===== src/common/fads_pkg.sv =====
// widths and register map shared by the sorter core; thresholds assumed ordered min <= low <= high
package fads_pkg;

    // signed adc sample, also used for intensity thresholds
    typedef logic signed [13:0] sample_t;
    // widths in samples and sort timing in clock cycles
    typedef logic [31:0] width_t;
    typedef logic [31:0] count_t;
    typedef logic [19:0] bus_addr_t;
    typedef logic [31:0] bus_data_t;
    // class byte, bit 6 unused
    typedef logic [7:0] class_t;

    // threshold and timing registers, read/write
    localparam bus_addr_t ADDR_MIN_INT = 20'h00000;
    localparam bus_addr_t ADDR_LOW_INT = 20'h00004;
    localparam bus_addr_t ADDR_HIGH_INT = 20'h00008;
    localparam bus_addr_t ADDR_MIN_W = 20'h00010;
    localparam bus_addr_t ADDR_LOW_W = 20'h00014;
    localparam bus_addr_t ADDR_HIGH_W = 20'h00018;
    localparam bus_addr_t ADDR_SORT_DELAY = 20'h00024;
    localparam bus_addr_t ADDR_SORT_DUR = 20'h00028;

    // statistics, read only
    localparam bus_addr_t ADDR_CNT_LOW_INT = 20'h00100;
    localparam bus_addr_t ADDR_CNT_HIGH_INT = 20'h00104;
    localparam bus_addr_t ADDR_CNT_SHORT = 20'h00108;
    localparam bus_addr_t ADDR_CNT_LONG = 20'h0010C;
    localparam bus_addr_t ADDR_CNT_POS = 20'h00110;
    localparam bus_addr_t ADDR_CNT_NEG = 20'h00114;

    // last droplet record, read only
    localparam bus_addr_t ADDR_DROP_ID = 20'h00200;
    localparam bus_addr_t ADDR_DROP_INT = 20'h00204;
    localparam bus_addr_t ADDR_DROP_W = 20'h00208;
    localparam bus_addr_t ADDR_DROP_CLASS = 20'h0020C;

    // reset values
    localparam sample_t RST_MIN_INT = 14'sd15;
    localparam sample_t RST_LOW_INT = 14'sd16;
    localparam sample_t RST_HIGH_INT = 14'sd255;
    localparam width_t RST_MIN_W = 32'd1;
    localparam width_t RST_LOW_W = 32'd4;
    localparam width_t RST_HIGH_W = 32'd40;
    // 0.25 ms and 1 ms at 125 MHz
    localparam width_t RST_SORT_DELAY = 32'd31250;
    localparam width_t RST_SORT_DUR = 32'd125000;

endpackage


===== src/droplet/droplet_classifier.sv =====
// band classifier; every reported peak already clears min_int, so low band only checks low_int
`timescale 1ns/1ns

module droplet_classifier (
    input  logic              adc_clk_i,
    input  logic              fads_reset,
    input  logic              drop_done_i,
    input  fads_pkg::sample_t drop_peak_i,
    input  fads_pkg::width_t  drop_width_i,
    input  fads_pkg::sample_t low_int_i,
    input  fads_pkg::sample_t high_int_i,
    input  fads_pkg::width_t  min_w_i,
    input  fads_pkg::width_t  low_w_i,
    input  fads_pkg::width_t  high_w_i,
    output fads_pkg::count_t  cnt_low_int_o,
    output fads_pkg::count_t  cnt_high_int_o,
    output fads_pkg::count_t  cnt_short_o,
    output fads_pkg::count_t  cnt_long_o,
    output fads_pkg::count_t  cnt_pos_o,
    output fads_pkg::count_t  cnt_neg_o,
    output fads_pkg::count_t  drop_id_o,
    output fads_pkg::sample_t last_peak_o,
    output fads_pkg::width_t  last_width_o,
    output fads_pkg::class_t  last_class_o,
    output logic              sort_start_o
);

    logic             int_low;
    logic             int_pos;
    logic             int_high;
    logic             w_short;
    logic             w_pos;
    logic             w_long;
    logic             has_width;
    logic             positive;
    logic             negative;
    fads_pkg::class_t cls;

    // intensity bands, signed
    assign int_low = drop_peak_i < low_int_i;
    assign int_pos = drop_peak_i >= low_int_i && drop_peak_i < high_int_i;
    assign int_high = drop_peak_i >= high_int_i;

    // width bands, below min_w gets no width class
    assign has_width = drop_width_i >= min_w_i;
    assign w_short = has_width && drop_width_i < low_w_i;
    assign w_pos = has_width && drop_width_i >= low_w_i && drop_width_i < high_w_i;
    assign w_long = has_width && drop_width_i >= high_w_i;

    assign positive = int_pos && w_pos;
    assign negative = has_width && !positive;

    assign cls = {positive, 1'b0, w_long, w_pos, w_short, int_high, int_pos, int_low};

    // same cycle as drop_done
    assign sort_start_o = drop_done_i && positive;

    always_ff @(posedge adc_clk_i) begin
        if (fads_reset) begin
            cnt_low_int_o <= '0;
            cnt_high_int_o <= '0;
            cnt_short_o <= '0;
            cnt_long_o <= '0;
            cnt_pos_o <= '0;
            cnt_neg_o <= '0;
            drop_id_o <= '0;
            last_peak_o <= '0;
            last_width_o <= '0;
            last_class_o <= '0;
        end else if (drop_done_i) begin
            cnt_low_int_o <= cnt_low_int_o + int_low;
            cnt_high_int_o <= cnt_high_int_o + int_high;
            cnt_short_o <= cnt_short_o + w_short;
            cnt_long_o <= cnt_long_o + w_long;
            cnt_pos_o <= cnt_pos_o + positive;
            cnt_neg_o <= cnt_neg_o + negative;
            // record only droplets with a width class
            if (positive || negative) begin
                drop_id_o <= drop_id_o + 32'd1;
                last_peak_o <= drop_peak_i;
                last_width_o <= drop_width_i;
                last_class_o <= cls;
            end
        end
    end

endmodule


===== src/droplet/droplet_detector.sv =====
// droplet finder; a run is samples >= min_int, no new droplet while the sort timer is busy
`timescale 1ns/1ns

module droplet_detector (
    input  logic              adc_clk_i,
    input  logic              fads_reset,
    input  fads_pkg::sample_t adc_a_i,
    input  fads_pkg::sample_t min_int_i,
    input  logic              sort_busy_i,
    output logic              drop_done_o,
    output fads_pkg::sample_t drop_peak_o,
    output fads_pkg::width_t  drop_width_o
);

    typedef enum logic [2:0] {
        IDLE,
        WAIT,
        ACQUIRE,
        DONE,
        HOLD
    } det_state_t;

    det_state_t state;
    logic       above;

    // signed compare, threshold may be negative
    assign above = adc_a_i >= min_int_i;

    always_ff @(posedge adc_clk_i) begin
        if (fads_reset) begin
            state <= IDLE;
        end else begin
            case (state)
                IDLE: state <= WAIT;
                WAIT: begin
                    if (above) begin
                        state <= ACQUIRE;
                    end
                end
                // first sample below min closes the run
                ACQUIRE: begin
                    if (!above) begin
                        state <= DONE;
                    end
                end
                DONE: state <= HOLD;
                // busy is already up here for a positive droplet
                HOLD: begin
                    if (!sort_busy_i) begin
                        state <= WAIT;
                    end
                end
                default: state <= IDLE;
            endcase
        end
    end

    // peak and width, no reset needed
    always_ff @(posedge adc_clk_i) begin
        if (state == WAIT && above) begin
            drop_width_o <= 32'd1;
            drop_peak_o <= adc_a_i;
        end else if (state == ACQUIRE && above) begin
            // only samples inside the run count
            drop_width_o <= drop_width_o + 32'd1;
            if (adc_a_i > drop_peak_o) begin
                drop_peak_o <= adc_a_i;
            end
        end
    end

    // strobe one cycle after the closing sample
    assign drop_done_o = state == DONE;

endmodule


===== src/hw/fads_regs.sv =====
// register bank; only address bits 19:0 decoded, ack and data one cycle after the request
`timescale 1ns/1ns

module fads_regs (
    input  logic                adc_clk_i,
    input  logic                fads_reset,
    input  fads_pkg::bus_data_t sys_addr_i,
    input  fads_pkg::bus_data_t sys_wdata_i,
    input  logic                sys_wen_i,
    input  logic                sys_ren_i,
    input  fads_pkg::count_t    cnt_low_int_i,
    input  fads_pkg::count_t    cnt_high_int_i,
    input  fads_pkg::count_t    cnt_short_i,
    input  fads_pkg::count_t    cnt_long_i,
    input  fads_pkg::count_t    cnt_pos_i,
    input  fads_pkg::count_t    cnt_neg_i,
    input  fads_pkg::count_t    drop_id_i,
    input  fads_pkg::sample_t   last_peak_i,
    input  fads_pkg::width_t    last_width_i,
    input  fads_pkg::class_t    last_class_i,
    output fads_pkg::bus_data_t sys_rdata_o,
    output logic                sys_ack_o,
    output fads_pkg::sample_t   min_int_o,
    output fads_pkg::sample_t   low_int_o,
    output fads_pkg::sample_t   high_int_o,
    output fads_pkg::width_t    min_w_o,
    output fads_pkg::width_t    low_w_o,
    output fads_pkg::width_t    high_w_o,
    output fads_pkg::width_t    sort_delay_o,
    output fads_pkg::width_t    sort_dur_o
);

    fads_pkg::bus_addr_t addr;
    fads_pkg::bus_data_t rdata;

    assign addr = sys_addr_i[19:0];

    // writes land at the request edge
    always_ff @(posedge adc_clk_i) begin
        if (fads_reset) begin
            min_int_o <= fads_pkg::RST_MIN_INT;
            low_int_o <= fads_pkg::RST_LOW_INT;
            high_int_o <= fads_pkg::RST_HIGH_INT;
            min_w_o <= fads_pkg::RST_MIN_W;
            low_w_o <= fads_pkg::RST_LOW_W;
            high_w_o <= fads_pkg::RST_HIGH_W;
            sort_delay_o <= fads_pkg::RST_SORT_DELAY;
            sort_dur_o <= fads_pkg::RST_SORT_DUR;
        end else if (sys_wen_i) begin
            case (addr)
                // intensity keeps the low 14 bits only
                fads_pkg::ADDR_MIN_INT: min_int_o <= sys_wdata_i[13:0];
                fads_pkg::ADDR_LOW_INT: low_int_o <= sys_wdata_i[13:0];
                fads_pkg::ADDR_HIGH_INT: high_int_o <= sys_wdata_i[13:0];
                fads_pkg::ADDR_MIN_W: min_w_o <= sys_wdata_i;
                fads_pkg::ADDR_LOW_W: low_w_o <= sys_wdata_i;
                fads_pkg::ADDR_HIGH_W: high_w_o <= sys_wdata_i;
                fads_pkg::ADDR_SORT_DELAY: sort_delay_o <= sys_wdata_i;
                fads_pkg::ADDR_SORT_DUR: sort_dur_o <= sys_wdata_i;
                default: ;
            endcase
        end
    end

    // readback mux
    always_comb begin
        case (addr)
            // thresholds read back as raw 14-bit fields
            fads_pkg::ADDR_MIN_INT: rdata = {18'd0, min_int_o};
            fads_pkg::ADDR_LOW_INT: rdata = {18'd0, low_int_o};
            fads_pkg::ADDR_HIGH_INT: rdata = {18'd0, high_int_o};
            fads_pkg::ADDR_MIN_W: rdata = min_w_o;
            fads_pkg::ADDR_LOW_W: rdata = low_w_o;
            fads_pkg::ADDR_HIGH_W: rdata = high_w_o;
            fads_pkg::ADDR_SORT_DELAY: rdata = sort_delay_o;
            fads_pkg::ADDR_SORT_DUR: rdata = sort_dur_o;
            fads_pkg::ADDR_CNT_LOW_INT: rdata = cnt_low_int_i;
            fads_pkg::ADDR_CNT_HIGH_INT: rdata = cnt_high_int_i;
            fads_pkg::ADDR_CNT_SHORT: rdata = cnt_short_i;
            fads_pkg::ADDR_CNT_LONG: rdata = cnt_long_i;
            fads_pkg::ADDR_CNT_POS: rdata = cnt_pos_i;
            fads_pkg::ADDR_CNT_NEG: rdata = cnt_neg_i;
            fads_pkg::ADDR_DROP_ID: rdata = drop_id_i;
            // peak is signed, keep the sign in the word
            fads_pkg::ADDR_DROP_INT: rdata = {{18{last_peak_i[13]}}, last_peak_i};
            fads_pkg::ADDR_DROP_W: rdata = last_width_i;
            fads_pkg::ADDR_DROP_CLASS: rdata = {24'd0, last_class_i};
            // unmapped reads as zero
            default: rdata = '0;
        endcase
    end

    // ack for reads and writes alike
    always_ff @(posedge adc_clk_i) begin
        if (fads_reset) begin
            sys_ack_o <= 1'b0;
        end else begin
            sys_ack_o <= sys_wen_i | sys_ren_i;
        end
    end

    // payload register, valid with ack
    always_ff @(posedge adc_clk_i) begin
        sys_rdata_o <= rdata;
    end

endmodule


===== src/hw/fads_top.sv =====
// sorter core top; one adc channel, samples ignored while a sort pulse is pending or active
`timescale 1ns/1ns

module fads_top (
    input  logic                adc_clk_i,
    input  logic                fads_reset,
    input  fads_pkg::sample_t   adc_a_i,
    input  fads_pkg::bus_data_t sys_addr_i,
    input  fads_pkg::bus_data_t sys_wdata_i,
    input  logic                sys_wen_i,
    input  logic                sys_ren_i,
    output fads_pkg::bus_data_t sys_rdata_o,
    output logic                sys_ack_o,
    output logic                sort_trig_o
);

    // thresholds and timing from the register bank
    fads_pkg::sample_t min_int;
    fads_pkg::sample_t low_int;
    fads_pkg::sample_t high_int;
    fads_pkg::width_t  min_w;
    fads_pkg::width_t  low_w;
    fads_pkg::width_t  high_w;
    fads_pkg::width_t  sort_delay;
    fads_pkg::width_t  sort_dur;

    // detector result
    logic              drop_done;
    fads_pkg::sample_t drop_peak;
    fads_pkg::width_t  drop_width;

    // statistics and record for readback
    fads_pkg::count_t  cnt_low_int;
    fads_pkg::count_t  cnt_high_int;
    fads_pkg::count_t  cnt_short;
    fads_pkg::count_t  cnt_long;
    fads_pkg::count_t  cnt_pos;
    fads_pkg::count_t  cnt_neg;
    fads_pkg::count_t  drop_id;
    fads_pkg::sample_t last_peak;
    fads_pkg::width_t  last_width;
    fads_pkg::class_t  last_class;

    logic sort_start;
    logic sort_busy;

    fads_regs u_regs (
        .adc_clk_i      (adc_clk_i),
        .fads_reset     (fads_reset),
        .sys_addr_i     (sys_addr_i),
        .sys_wdata_i    (sys_wdata_i),
        .sys_wen_i      (sys_wen_i),
        .sys_ren_i      (sys_ren_i),
        .cnt_low_int_i  (cnt_low_int),
        .cnt_high_int_i (cnt_high_int),
        .cnt_short_i    (cnt_short),
        .cnt_long_i     (cnt_long),
        .cnt_pos_i      (cnt_pos),
        .cnt_neg_i      (cnt_neg),
        .drop_id_i      (drop_id),
        .last_peak_i    (last_peak),
        .last_width_i   (last_width),
        .last_class_i   (last_class),
        .sys_rdata_o    (sys_rdata_o),
        .sys_ack_o      (sys_ack_o),
        .min_int_o      (min_int),
        .low_int_o      (low_int),
        .high_int_o     (high_int),
        .min_w_o        (min_w),
        .low_w_o        (low_w),
        .high_w_o       (high_w),
        .sort_delay_o   (sort_delay),
        .sort_dur_o     (sort_dur)
    );

    droplet_detector u_detector (
        .adc_clk_i    (adc_clk_i),
        .fads_reset   (fads_reset),
        .adc_a_i      (adc_a_i),
        .min_int_i    (min_int),
        .sort_busy_i  (sort_busy),
        .drop_done_o  (drop_done),
        .drop_peak_o  (drop_peak),
        .drop_width_o (drop_width)
    );

    droplet_classifier u_classifier (
        .adc_clk_i      (adc_clk_i),
        .fads_reset     (fads_reset),
        .drop_done_i    (drop_done),
        .drop_peak_i    (drop_peak),
        .drop_width_i   (drop_width),
        .low_int_i      (low_int),
        .high_int_i     (high_int),
        .min_w_i        (min_w),
        .low_w_i        (low_w),
        .high_w_i       (high_w),
        .cnt_low_int_o  (cnt_low_int),
        .cnt_high_int_o (cnt_high_int),
        .cnt_short_o    (cnt_short),
        .cnt_long_o     (cnt_long),
        .cnt_pos_o      (cnt_pos),
        .cnt_neg_o      (cnt_neg),
        .drop_id_o      (drop_id),
        .last_peak_o    (last_peak),
        .last_width_o   (last_width),
        .last_class_o   (last_class),
        .sort_start_o   (sort_start)
    );

    sort_pulse u_sort (
        .adc_clk_i    (adc_clk_i),
        .fads_reset   (fads_reset),
        .sort_start_i (sort_start),
        .sort_delay_i (sort_delay),
        .sort_dur_i   (sort_dur),
        .sort_busy_o  (sort_busy),
        .sort_trig_o  (sort_trig_o)
    );

endmodule


===== src/hw/sort_pulse.sv =====
// sort timer; trigger rises delay+1 cycles after start for dur cycles, zero delay or dur acts as one
`timescale 1ns/1ns

module sort_pulse (
    input  logic             adc_clk_i,
    input  logic             fads_reset,
    input  logic             sort_start_i,
    input  fads_pkg::width_t sort_delay_i,
    input  fads_pkg::width_t sort_dur_i,
    output logic             sort_busy_o,
    output logic             sort_trig_o
);

    typedef enum logic [1:0] {
        S_IDLE,
        S_DELAY,
        S_FIRE
    } sort_state_t;

    sort_state_t      state;
    fads_pkg::width_t cnt;

    always_ff @(posedge adc_clk_i) begin
        if (fads_reset) begin
            state <= S_IDLE;
            cnt <= '0;
        end else begin
            case (state)
                // start requests while busy are dropped
                S_IDLE: begin
                    if (sort_start_i) begin
                        state <= S_DELAY;
                        cnt <= 32'd1;
                    end
                end
                // cnt counts cycles spent in the state, from 1
                S_DELAY: begin
                    if (cnt >= sort_delay_i) begin
                        state <= S_FIRE;
                        cnt <= 32'd1;
                    end else begin
                        cnt <= cnt + 32'd1;
                    end
                end
                S_FIRE: begin
                    if (cnt >= sort_dur_i) begin
                        state <= S_IDLE;
                    end else begin
                        cnt <= cnt + 32'd1;
                    end
                end
                default: state <= S_IDLE;
            endcase
        end
    end

    assign sort_busy_o = state != S_IDLE;
    assign sort_trig_o = state == S_FIRE;

endmodule


===== config.mk =====
export PLATFORM = sky130hd
export DESIGN_NAME = fads_top
export DESIGN_NICKNAME = d
export VERILOG_FILES = /design/src/common/fads_pkg.sv /design/src/droplet/droplet_classifier.sv /design/src/droplet/droplet_detector.sv /design/src/hw/fads_regs.sv /design/src/hw/fads_top.sv /design/src/hw/sort_pulse.sv
export SDC_FILE = /design/constraint.sdc
export NUM_CORES = 2
export LEC_CHECK = 0
export BUFFER_PORTS_ARGS = -buffer_cell sky130_fd_sc_hd__buf_2
export CORE_MARGIN = 2
export CORE_UTILIZATION = 50
export DETAILED_ROUTE_END_ITERATION = 6
export GPL_TIMING_DRIVEN = 0
export MAX_ROUTING_LAYER = met4
export PLACE_DENSITY = 0.8
export SLEW_MARGIN = 30
export SYNTH_ARGS = -nofsm -noshare
export SYNTH_HDL_FRONTEND = slang
export SYNTH_SLANG_ARGS = --single-unit

===== constraint.sdc =====
create_clock -name adc_clk_i -period 4.05 [get_ports adc_clk_i]
set_input_delay 0.2025 -clock adc_clk_i [delete_from_list [all_inputs] [get_ports adc_clk_i]]
set_output_delay 0.2025 -clock adc_clk_i [all_outputs]
set_load 0.01 [all_outputs]

After elaboration in Yosys (flattened, before gate mapping)
Cells that the tools add are included.

Bits in registers: 595. Output and inout port bits: 34. Word-level logic and storage cells: 126.

Add/sub/neg operators: 9. $lt $le $gt $ge: 13. Equal/unequal tests: 30. Mux-type cells: 16. Bitwise operators: 1. Reduce and logical (&&, ||, !) cells: 32.

Operator list (count): case mux 32 bit (18 select lines) (1); adder 32 x 1 -> 32 bit (6); >= comparator 32 bit (5); == test 20 x 9 -> 1 bit, second input constant (6); adder 32 x 1 -> 32 bit, second input constant (3); two-way mux 32 bit (3); case mux 32 bit (3 select lines) (1); == test 20 x 10 -> 1 bit, second input constant (4); < comparator 32 bit (2); == test 20 x 5 -> 1 bit, second input constant (3); >= comparator 14 bit (3); two-way mux 14 bit (3); == test 20 x 6 -> 1 bit, second input constant (2); < comparator 14 bit (2); == test 20 x 3 -> 1 bit, second input constant (1); == test 20 x 4 -> 1 bit, second input constant (1); zero test 20 bit (1); AND reduction 2 bit (10); case mux 3 bit (5 select lines) (1); > comparator 14 bit (1); logical AND 1 bit (10); two-way mux 3 bit (3); AND reduction 3 bit (3); != test 2 bit, second input constant (4); 15 further kinds (22).

Longest topological paths before layout
Depth after elaboration: 8. Gate-level depth with buffers: 19. Mapped depth without buffers: 19.

Cells and area by module
From an unflattened synthesis, not the netlist that was laid out.

Cell total of the unflattened synthesis: 4070. Area total of the unflattened synthesis: 32805.2 um^2.

Modules (own cells, without submodules): droplet_classifier (instances 1, cells each 1793, area an instance 14641.5 um^2, seq. area each 5545.3 um^2); fads_regs (instances 1, cells each 1509, area an instance 11746.3 um^2, seq. area each 4704.5 um^2); sort_pulse (instances 1, cells each 450, area an instance 3503.4 um^2, seq. area each 680.7 um^2); droplet_detector (instances 1, cells each 318, area an instance 2914.0 um^2, seq. area each 1121.1 um^2).

Worst setup path after synthesis
Ideal clock, no wire load.

Path type: register to register. From: reg u_detector.drop_width_o[13]. To: reg u_classifier.cnt_pos_o[26]. Setup time: 0.128 ns. Arrival time: 3.804 ns. Data required time: 3.922 ns. Slack: 0.119 ns. Cell stages (with the launch flop): 18. Buffers on the path: 1. Clock period less this slack: 3.931 ns. Path through: dfxtp_1 > ha_1 > nand4_1 > nor3_1 > or3_1 > o41ai_2 > o211a_4 > nor2b_1 > and2_1 > ha_1 > ha_1 > and3_1 > nor3b_1 > and3_1 > clkbuf_1 > nand4_1 > xor2_1 > nor2_1.

Cells in the longest elaborated chain, start to end: 5. Elaborated cells between the ends (all ways): 7.

Ends and longest elaborated chain: from (decl) (RTL line droplet_detector.sv:12) `output fads_pkg::width_t drop_width_o`; from (signal assigned) (RTL line droplet_detector.sv:65) `drop_width_o <= drop_width_o + 32'd1;`; >= comparator 32 bit, on equally long branches (RTL line droplet_classifier.sv:45, droplet_classifier.sv:47); logical AND 1 bit (RTL line droplet_classifier.sv:47) `assign w_pos = has_width && drop_width_i >= low_w_i && drop_width_i < high_w_i;`; logical AND 1 bit (*) (RTL line droplet_classifier.sv:47); logical AND 1 bit (*) (RTL line droplet_classifier.sv:50) `assign positive = int_pos && w_pos;`; net u_classifier.positive (RTL line droplet_classifier.sv:35) `logic positive;`; adder 32 x 1 -> 32 bit (*) (RTL line droplet_classifier.sv:75) `cnt_pos_o <= cnt_pos_o + positive;`; to (signal assigned) (RTL line droplet_classifier.sv:75); to (decl) (RTL line droplet_classifier.sv:19) `output fads_pkg::count_t cnt_pos_o,`.

The timed path passes the listed nets; every way through them passes the cells marked *. A chain may end at the register's enable or synchronous reset.

Worst setup path in the final report
From: reg u_detector.drop_width_o[15]. To: reg u_classifier.cnt_long_o[29].

Cells in the longest elaborated chain, start to end: 3. Elaborated cells between the ends (all ways): 4.

Ends and longest elaborated chain: >= comparator 32 bit, on equally long branches (RTL line droplet_classifier.sv:45, droplet_classifier.sv:48); logical AND 1 bit (*) (RTL line droplet_classifier.sv:48) `assign w_long = has_width && drop_width_i >= high_w_i;`; net u_classifier.w_long (RTL line droplet_classifier.sv:33) `logic w_long;`; adder 32 x 1 -> 32 bit (*) (RTL line droplet_classifier.sv:74) `cnt_long_o <= cnt_long_o + w_long;`; to (signal assigned) (RTL line droplet_classifier.sv:74); to (decl) (RTL line droplet_classifier.sv:18) `output fads_pkg::count_t cnt_long_o,`.

Marks and branches as above.

==> run metrics <==
mapped cell area 31500 sq um; register bit total from synthesis 595; area delta synth->final 18.6%; area leader, netlist dfxtp_1; Worst Tran Pin Value 1.16 ns; most numerous cell in the Yosys netlist nand2_1; minimum clock period 4.21 ns; post-synth top area share 37.0%; skew final 0.0267 ns; Hold WS 0.0579 ns; initial core utilization 50.8%; Lkg Pwr 14.1 nW; share of layout cells above drive strength 1 12.3%; fin. max-slew vios 0; CP cell instances ha_4 > nand4_1 > or3_4 > a221oi_4 > or4_4 > a21o_1 > nand2_2 > a22oi_2 > ha_2 > nand4_1 > or3_4 > nor3_4 > nand2_2 > or3_1 > a21oi_1; clock tree buffer depth 3; GP Congestion 1.07; Hold Vio Cnt, Final 0; Peak Freq 238 MHz; Die Ht 255 um; Register-to-Register Path Depth 15; starting DRC count in detailed routing 4511; unrepaired setup endpoints after global routing yes; drt total wl 130000 um; CP max-delay cell or3_4; CTS tree built; Avg Cell Area, Syn 8.10 sq um; vias in the first global route 29165; endpoints failing setup 14; Power Dens Cells 376 nW/um^2; Remaining Overflow, GRT 0; Synth async-reset ratio 0%; final net count 4470; Synth Net Count 4202; register area share after synthesis 38.3%; die span in x 255 um; I/O Pins 116; # Max-Cap Violations 0; Detail Route Antenna Nets 0; final core utilization 60.2%; CORE AREA 61900 sq um; Yosys warnings 0; first-pass GRT wire length 186000 um; Crit Path Class register to register; Reg clk slew, reported paths 0.06 ns; startpoint types register; worst vdd ir 0.392 mV; largest net degree at the start of global routing 15; DR WL/cell 25.7 um; HP Class input port to register; top cell types by occurrence after synthesis 665 x nand2_1, 581 x dfxtp_1, 357 x a21oi_1, 320 x nor2_1, 254 x inv_1; Worst setup EP type register; Rows 91; arrival time worst endpoint 4.75 ns; Top FF cell, synth dfxtp_1; Hold Path Depth 3; Mapped Cells 3885; CTS H-tree lvls 3; Final Worst Setup Slack -0.156 ns; Distinct cells, synth 83; IO buf count 88; multi-input logic area 18400 sq um; Initial DRT Pass Iterations 7; failing checks negative setup slack; Worst slew margin 22.7%; # DRC 0; Crit Path Max Fanout 7; clk root buf clkbuf_16; Filler Cells Inserted 5450; Critical Path RT 4.59 ns; outcome finished, violations left; crit share post-route 104%; CTS buffer count 69; drt via density 6.35; Synth area leaders dfxtp_1 37%, ha_1 9.3%, nand2_1 7.9%, a21oi_1 5.7%, nor2_1 3.8%; Clk Latency, worst-skew pair 0.64 ns; Total Routing Usage GR 40.3%; die area 64900 sq um; initial antenna violation count 4; Via Count 32032; Sink Count 595; number of synthesized flops with an enable pin 14; worst stage delay on the critical path 0.47 ns; dpl hpwl 97200 um; FF/Latch Area 12200 sq um
## path summary, 6_finish.rpt
check,from,endpoint,slack (ns)
worst max-delay path,u_detector.drop_width_o[15],u_classifier.cnt_long_o[29],-0.16
worst min-delay path,sys_wdata_i[10],u_regs.min_int_o[10],0.06
worst max register to register,u_detector.drop_width_o[15],u_classifier.cnt_long_o[29],-0.16
worst min register to register,u_classifier.last_width_o[30],u_classifier.last_width_o[30],0.46
## through the flow
| step | instance area, sq um | TNS [ns] | instances | setup slack (ns) | power, mW |
|---|---|---|---|---|---|
| 3_3_place_gp | 32900 | -42.96 | 4810 | -0.919 | 7.04 |
| 2_1_floorplan | 31500 | 0 | 3885 | 0.119 | 6.63 |
| 3_5_place_dp | 33000 | -41.66 | 4811 | -1.03 | 7.06 |
| 6_report | 37300 | -0.751 | 5047 | -0.156 | 14.0 |
| 4_1_cts | 36700 | -0.141 | 5016 | -0.0527 | 13.9 |
| 5_1_grt | 37300 | -2.21 | 5045 | -0.211 | 14.3 |
## cell type report
class	instances	share of cell area (%)
multi-input combinational	2829	49.3
sequential	595	32.6
clock buffer	92	5.49
timing repair buffer	198	3.71
tap	837	2.81
inverter	254	2.56
buffer	206	2.25
clock inverter	31	1.22
antenna	5	0.0335
## layout by cell type (no fill, tap or decap), types with 17 or more instances in the layout
cell           Yosys  routed
buf_4              2      72
buf_2             24     112
clkbuf_8           0      17
o21ai_0           68      63
dfxtp_4            0      18
and2_1            23      21
nor3_1            51      44
nand4_1          126     126
a21o_1            19      19
inv_1            254     251
a21oi_1          357     349
or3_1             41      38
nor2_1           320     313
nor2b_1           19      17
ha_1             235     211
dfxtp_2            0      41
and4_1            27      25
ha_4               0      20
nor4_1            36      30
dfxtp_1          581     522
nand3_1          120     107
nand2_1          665     662
dlygate4sd3_1      0      34
clkbuf_16          0      72
xor2_1           135     135
a32o_2            17      17
and3_1            50      46
a22o_1            60      60
clkbuf_1         170     166
a221oi_1          85      84
a22oi_1           76      75
o211ai_1          56      56
xnor2_1           68      67
## power breakdown
part	total (mW)	switching, mW	leakage [nW]	internal (mW)
Clock	6.92	2.71	1.23	4.21
Combinational	1.12	0.767	8.05	0.349
Sequential	5.98	0.0661	4.85	5.91
Total	14.0	3.54	14.1	10.5
## per-layer routing
| layer | vias to the layer above | share of wire [%] | routed length (um) | GRT usage, % |
|---|---|---|---|---|
| met3 | 528 | 12 | 14900 | 8.96 |
| met5 | - | 0 | 0 | - |
| met2 | 2064 | 41 | 53100 | 56.4 |
| li1 | 14267 | - | - | - |
| met1 | 15173 | 38 | 49700 | 50.3 |
| met4 | 0 | 9.3 | 12100 | 30.6 |
## critical path, delay by kind of cell (launching register included)
kind / cells / cell delay, ns
and+or+nand+nor: 9 / 2.35
DFF: 1 / 0.38
AOI/OAI and AO/OA: 4 / 0.83
adders and majority gates: 2 / 0.54
## logic make-up (layout without fill, tap and decap cells)
kind of cell,count (synthesis),after routing,share of synthesized area (%)
AO/OA/AOI/OAI,839,839,17.9
XOR/XNOR,203,203,5.65
adder cells (fa/ha/maj),235,235,9.35
buffers and inverters,461,781,5.69
flip-flops,595,595,38.3
multiplexers,17,17,0.545
other,0,5,0
AND/OR/NAND/NOR,1535,1535,22.6
## repair_timing
item	CTS	global route
hold buffers	34	0
gates cloned	0	0
buffers inserted	49	26
endpoints found under the hold margin	106	0
pin swaps	23	53
resized for setup	118	101
endpoints found under the setup margin	86	58
(Power assumes the default switching activity.)
